===== src/pipe_pkg.sv =====
// Opcode map is fixed at 4 bits; codes 10..15 decode as NOP and register 0 is not hardwired
`default_nettype none

package pipe_pkg;

    // Register index, 16 architectural registers
    typedef logic [3:0] reg_idx_t;

    // Opcode map, anything not listed is a NOP
    typedef enum logic [3:0] {
        OP_ADD  = 4'h0,
        OP_SUB  = 4'h1,
        OP_AND  = 4'h2,
        OP_OR   = 4'h3,
        OP_LDI  = 4'h4,  // rd <= imm8
        OP_LDS  = 4'h5,  // rd <= mem[dseg + rs]
        OP_STS  = 4'h6,  // mem[dseg + rs] <= rd
        OP_BR   = 4'h7,  // Low byte is the offset
        OP_CALL = 4'h8,
        OP_RET  = 4'h9
    } opcode_e;

    // Three-register format
    typedef struct packed {
        opcode_e  opcode;
        reg_idx_t rd;
        reg_idx_t rs;
        reg_idx_t rt;
    } r_fmt_t;

    // Immediate format, LDI value or BR/CALL offset
    typedef struct packed {
        opcode_e    opcode;
        reg_idx_t   rd;
        logic [7:0] imm;
    } i_fmt_t;

    // Same 16-bit word, two views; opcode sits in the top nibble of both
    typedef union packed {
        r_fmt_t r;
        i_fmt_t i;
    } inst_word_u;

    // Decoded instruction, 20 bits
    typedef struct packed {
        reg_idx_t rs;
        reg_idx_t rt;
        reg_idx_t rd;
        logic     reads_rs;
        logic     reads_rt;
        logic     reads_rd;   // STS store data
        logic     uses_dseg;  // Implicit data-segment base
        logic     writes_rd;
        logic     is_branch;
        logic     is_call;
        logic     is_ret;
    } dec_t;

    // One pending destination behind IF/ID
    typedef struct packed {
        logic     valid;
        reg_idx_t rd;
    } dest_t;

endpackage

`default_nettype wire


===== src/inst_decode.sv =====
// Pure combinational decode of the IF/ID word; unknown opcodes give all flags low
`default_nettype none

module inst_decode (
    input  pipe_pkg::inst_word_u inst,
    output pipe_pkg::dec_t       dec
);

    import pipe_pkg::*;

    opcode_e opcode;

    assign opcode = inst.r.opcode;  // Same bits in either view

    always_comb begin
        // Default is r-format fields with no flags, which is also the NOP case
        dec           = '0;
        dec.rd        = inst.r.rd;
        dec.rs        = inst.r.rs;
        dec.rt        = inst.r.rt;

        case (opcode)
            OP_ADD, OP_SUB, OP_AND, OP_OR: begin
                dec.reads_rs  = 1'b1;
                dec.reads_rt  = 1'b1;
                dec.writes_rd = 1'b1;
            end
            OP_LDI: begin
                // rs/rt bits hold the immediate in i-format
                dec.rs        = '0;
                dec.rt        = '0;
                dec.writes_rd = 1'b1;
            end
            OP_LDS: begin
                dec.uses_dseg = 1'b1;  // Base comes from DSEG_REG
                dec.writes_rd = 1'b1;
            end
            OP_STS: begin
                dec.uses_dseg = 1'b1;
                dec.reads_rd  = 1'b1;  // rd carries store data
            end
            OP_BR: begin
                dec.rs        = '0;    // Offset byte, not a register
                dec.rt        = '0;
                dec.is_branch = 1'b1;
            end
            OP_CALL: begin
                dec.rs        = '0;
                dec.rt        = '0;
                dec.is_call   = 1'b1;
            end
            OP_RET: begin
                dec.is_ret    = 1'b1;
            end
            default: begin
                // Flags stay low so a NOP never stalls
                dec.rs        = '0;
                dec.rt        = '0;
                dec.rd        = '0;
            end
        endcase
    end

endmodule

`default_nettype wire


===== src/dest_tracker.sv =====
// Assumes no back-pressure below ID/EX so every stage advances each cycle and bubbles enter on stall
`default_nettype none

module dest_tracker #(
    parameter int unsigned TRACK_DEPTH = 3
) (
    input  logic                                   clk,
    input  logic                                   rst,
    input  logic                                   issue,
    input  pipe_pkg::dec_t                         dec,
    output pipe_pkg::dest_t [TRACK_DEPTH-1:0]      pending
);

    import pipe_pkg::*;

    dest_t entry_in;  // What enters stage 0 this cycle

    // Real entry only when the instruction actually leaves IF/ID
    always_comb begin
        entry_in.valid = issue & dec.writes_rd;
        entry_in.rd    = dec.rd;
    end

    // Valid bits clear on reset while register numbers just shift
    always_ff @(posedge clk) begin
        if (rst) begin
            for (int i = 0; i < TRACK_DEPTH; i++) begin
                pending[i].valid <= 1'b0;
            end
        end else begin
            pending[0].valid <= entry_in.valid;
            for (int i = 1; i < TRACK_DEPTH; i++) begin
                pending[i].valid <= pending[i-1].valid;  // EX -> MEM -> WB
            end
        end
        pending[0].rd <= entry_in.rd;  // Register number follows its valid bit
        for (int i = 1; i < TRACK_DEPTH; i++) begin
            pending[i].rd <= pending[i-1].rd;
        end
    end

endmodule

`default_nettype wire


===== src/hazard_unit.sv =====
// Stall-only hazard control, no forwarding; halt after CALL/RET lasts until fetch pulses pc_update
`default_nettype none

module hazard_unit #(
    parameter int unsigned TRACK_DEPTH = 3,
    parameter int unsigned DSEG_REG    = 14
) (
    input  logic                                   clk,
    input  logic                                   rst,
    input  logic                                   inst_valid,
    input  logic                                   pc_update,
    input  pipe_pkg::dec_t                         dec,
    input  pipe_pkg::dest_t [TRACK_DEPTH-1:0]      pending,
    output logic                                   data_hazard,
    output logic                                   pc_hazard,
    output logic                                   issue
);

    import pipe_pkg::*;

    localparam reg_idx_t DSEG_IDX = reg_idx_t'(DSEG_REG);

    reg_idx_t src_a;     // rs, or the data-segment register for LDS/STS
    logic     src_a_en;
    logic     is_ctrl;   // BR, CALL, RET
    logic     raw_match;
    logic     halt_q;    // Waiting for redirected PC

    assign is_ctrl  = dec.is_branch | dec.is_call | dec.is_ret;
    assign src_a    = dec.uses_dseg ? DSEG_IDX : dec.rs;
    assign src_a_en = dec.reads_rs | dec.uses_dseg;

    // Every source against every pending write
    always_comb begin
        raw_match = 1'b0;
        for (int i = 0; i < TRACK_DEPTH; i++) begin
            if (pending[i].valid) begin
                if (src_a_en && (pending[i].rd == src_a)) begin
                    raw_match = 1'b1;
                end
                if (dec.reads_rt && (pending[i].rd == dec.rt)) begin
                    raw_match = 1'b1;
                end
                if (dec.reads_rd && (pending[i].rd == dec.rd)) begin
                    raw_match = 1'b1;  // STS data operand
                end
            end
        end
    end

    // Control flow skips the data check entirely
    assign data_hazard = inst_valid & ~is_ctrl & raw_match;

    // pc_update releases the halt in its own cycle
    assign pc_hazard   = halt_q & ~pc_update;

    assign issue       = inst_valid & ~data_hazard & ~pc_hazard;

    // Halt flag
    always_ff @(posedge clk) begin
        if (rst) begin
            halt_q <= 1'b0;
        end else if (issue && (dec.is_call || dec.is_ret)) begin
            halt_q <= 1'b1;  // Wins over a pc_update in the same cycle
        end else if (pc_update) begin
            halt_q <= 1'b0;  // Stray pulse with no halt is harmless
        end
    end

endmodule

`default_nettype wire


===== src/issue_ctrl_top.sv =====
// Issue-control slice only; register file, ALU, memory and fetch live outside and see issue as the stall
`default_nettype none

module issue_ctrl_top #(
    parameter int unsigned TRACK_DEPTH = 3,   // Stages behind IF/ID that still write
    parameter int unsigned DSEG_REG    = 14   // Implicit base for LDS/STS
) (
    input  logic                 clk,
    input  logic                 rst,
    input  logic                 inst_valid,
    input  pipe_pkg::inst_word_u inst,
    input  logic                 pc_update,
    output logic                 issue,
    output logic                 data_hazard,
    output logic                 pc_hazard
);

    import pipe_pkg::*;

    dec_t                    dec;
    dest_t [TRACK_DEPTH-1:0] pending;  // Index 0 is ID/EX

    inst_decode u_inst_decode (
        .inst (inst),
        .dec  (dec)
    );

    dest_tracker #(
        .TRACK_DEPTH (TRACK_DEPTH)
    ) u_dest_tracker (
        .clk     (clk),
        .rst     (rst),
        .issue   (issue),
        .dec     (dec),
        .pending (pending)
    );

    hazard_unit #(
        .TRACK_DEPTH (TRACK_DEPTH),
        .DSEG_REG    (DSEG_REG)
    ) u_hazard_unit (
        .clk         (clk),
        .rst         (rst),
        .inst_valid  (inst_valid),
        .pc_update   (pc_update),
        .dec         (dec),
        .pending     (pending),
        .data_hazard (data_hazard),
        .pc_hazard   (pc_hazard),
        .issue       (issue)
    );

endmodule

`default_nettype wire


===== config.mk =====
export PLATFORM = sky130hd
export DESIGN_NAME = issue_ctrl_top
export DESIGN_NICKNAME = d
export VERILOG_FILES = /design/src/pipe_pkg.sv /design/src/inst_decode.sv /design/src/dest_tracker.sv /design/src/hazard_unit.sv /design/src/issue_ctrl_top.sv
export SDC_FILE = /design/constraint.sdc
export NUM_CORES = 1
export LEC_CHECK = 0
export ABC_AREA = 1
export BUFFER_PORTS_ARGS = -buffer_cell sky130_fd_sc_hd__buf_4
export CORE_MARGIN = 10
export CORE_UTILIZATION = 49
export DETAILED_ROUTE_END_ITERATION = 12
export PLACE_DENSITY = 0.81
export SETUP_SLACK_MARGIN = 0.15
export SLEW_MARGIN = 20
export SYNTH_ARGS = -nofsm -noshare
export SYNTH_HDL_FRONTEND = slang
export SYNTH_SLANG_ARGS = --single-unit

===== constraint.sdc =====
create_clock -name clk -period 1.4 [get_ports clk]
set_clock_uncertainty 0.2 [all_clocks]
set_input_delay 0 -clock clk [delete_from_list [all_inputs] [get_ports clk]]
set_output_delay 0 -clock clk [all_outputs]
set_load 0.01 [all_outputs]

==> impl_metrics.toml <==
[final_layout]
num-fill-cells = 143
area_growth_pct = 50.94
nets = 281
layout-drive-gt1-share = 0.3769
multi_input_area_um2 = 795.8
n_antenna_cell = 0
seqCellArea_um2 = 342.8

[power]
power_density_nw_per_um2 = 706.8
p_leak_uw = 0.0009501
vdd_drop_max_v = 0.0007493

[critical_path]
r2r_cells = 12
path_max_fanout = 5
ff2ff_setup_slack_ns = -0.34
end_kind = "primary output"
path_class = "reg2out"
crit_chain = "buf_4 -> xor2_1 -> nand3_1 -> nand2_1 -> nand2_1 -> nand2_1 -> nor2_1 -> nand2_1 -> nand2_2 -> nand2_2 -> inv_2 -> buf_6"
critPathBufInv = 3
cp_data_arrival_time_ns = 1.72
r2r-start = "u_dest_tracker.pending[13]"
cpMaxStageDelayCell = "dfxtp_4"
critPathLaunchType = "flop"
crit_path_frequent_cell = "nand2_1"
slowest_delay_ns = 0.37
rr_endpoint = "u_dest_tracker.pending[4]"
critical_path.top_delay_family = "simple AND/OR/NAND/NOR gates"
worst_ep_required_time_ns = 1.20

[floorplan]
io-pin-count = 23
fp.coreArea_um2 = 2276
rows = 17
start_util = 0.5245
dieArea_um2 = 4810
die_h_um = 69.36
die_x_um = 69.36

[sta]
fin_setup_tns_ns = -1.355
slew_viol_final = 0
setup_viol = 3
finalCriticalPeriod_ns = 1.925
slew_headroom = 0.7910
worst_slew_pin_slew_ns = 0.3114
fin_hold_ws_ns = -0.2180
hold_violations = 2
timing.fmax_mhz = 519.6
layout_setup_ws_ns = -0.5246
fin_crit_sh = 1.375
rsz0062_at_grt = "yes"

[place]
place.gp.congestion = 0.9270
port_buffers = 22
dp_hpwl_mm = 2.755
post-place-ws_ns = -0.4132

[detailed_routing]
avgViaCountPerCell = 5.309
drt_iter0_drc = 180
drt-total-wl_mm = 4.000
drc = 0
antenna_left = 0
vias = 1529
drt-wirelength-per-cell_um = 13.89
firstDrtPassIters = 5

[worst_hold_path]
hold_path_depth = 4
hp-start = "pc_update"
hp-class = "in2reg"
whs_endpoint = "u_hazard_unit.halt_q"

[yosys]
synth.most_common_cell = "nand2_1"
synth_edf_count = 0
ys.flop_type = "dfxtp_1"
yosysTopAreaCell = "dfxtp_1"
syn_area_um2 = 1194
ys_seq_area_frac = 0.2683
ys_types = 23
syn_nets = 219
syn_area_per_cell_um2 = 5.998
async_reset_ff_frac = 0
synth_common_cells = "nand2_1, inv_1, nor2_1"
synthCells = 199
synth_area_leaders = "dfxtp_1, nand2_1, inv_1, xor2_1, nor2_1"
ys_warn_count = 0
ys_seq_elements = 16
synth_top_area_frac = 0.2683

[clocking]
cts_hold_buf = 7
cts-buffers-inserted = 3
cts.sinks = 16
cts.clk_slew.worst_paths_ns = 0.10
clk_path_buf_depth = 2
cts_tree = "built"
clkLatencyLatePin_ns = 0.29
cts-root-buf = "clkbuf_4"
htreeDepth = 1

[run]
drv_cap = 0

[global_routing]
antenna_found_initial = 0
grt_start_max_net_pins = 17
grt_usage = 0.1505
grt_pass1_vias = 1468
grt_pass1_wl_mm = 6.258
grt_overflow = 0

[run_status]
violations = "hold timing, setup timing"
outcome = "complete, but fails checks"
-- cell type report --
cell class                 count  area share
clock buffer                   4     0.02014
inverter                      35     0.07292
multi-input combinational    147      0.4417
sequential                    16      0.1903
tap                           28     0.01944
timing repair buffer          58      0.2556
-- worst min-delay path, delay by kind of cell --
kind | cells | cell delay (ns)
and+or+nand+nor | 1 | 0.04
AOI/OAI and AO/OA | 1 | 0.06
buffers and inverters | 2 | 0.12
-- per-layer routing --
layer / vias to the layer above / global-route usage / part of all wire
li1: 742 / - / -
met3: 18 / 0.03566 / 0.097
met2: 101 / 0.2470 / 0.46
met1: 668 / 0.1739 / 0.41
met5: - / 0 / 0
met4: 0 / 0.08204 / 0.031
-- per-stage QoR --
stage          power [uW]  instance area (um^2)  utilization  hold WS [ns]  std cells
2_1_floorplan       730.6                  1205            -       -0.1381        199
3_3_place_gp        894.1                  1574       0.6916     -0.009878        272
3_5_place_dp        901.0                  1574       0.6916     -0.006021        272
4_1_cts              1237                  1738       0.7636       -0.2156        287
5_1_grt              1342                  1802       0.7916       -0.1812        288
6_report             1274                  1802       0.7916       -0.2180        288
-- state kept, by name, indices dropped and copies added (netlist names) --
name                    count
u_dest_tracker.pending     15
u_hazard_unit.halt_q        1
-- repair_timing --
action | in CTS | in global routing
pin swaps | 7 | 10
endpoints found under the hold margin | 8 | 2
gates resized for setup | 17 | 20
buffers inserted | 4 | 1
setup endpoints to repair | 3 | 6
-- worst max-delay path by stage --
stage,start,endpoint,slack (ns),depth (start not counted)
floorplan,inst[14],u_dest_tracker.pending[4],-0.004,17
global placement,inst[14],issue,-0.42,15
detailed placement,inst[14],issue,-0.41,18
CTS,u_dest_tracker.pending[7],issue,-0.41,15
global route,u_dest_tracker.pending[5],issue,-0.60,12
finish,u_dest_tracker.pending[13],issue,-0.52,12
-- cells in the final DEF (no fill, tap or decap), drive strengths merged --
master,count
nand2,62
buf,51
inv,35
nor2,30
nand3,20
dfxtp,16
xor2,12
dlygate4sd3,7
o21ai,7
a21oi,5
clkbuf,4
nand4,3
o22ai,3
nor3,2
nand3b,1
a21boi,1
a311oi,1
-- logic make-up after synthesis --
kind of cell / after synthesis / synth area share
xor gates and xnor gates: 12 / 0.08805
and+or+nand+nor: 118 / 0.4413
AOI/OAI and AO/OA: 17 / 0.08281
DFF: 16 / 0.2683
buffers and inverters: 36 / 0.1195
-- power by group --
group / switching (uW) / internal, uW
Clock: 147 / 158
Sequential: 31.4 / 482
Combinational: 240 / 215
Total: 418 / 855
No activity file was read; power rests on OpenSTA's default activity.
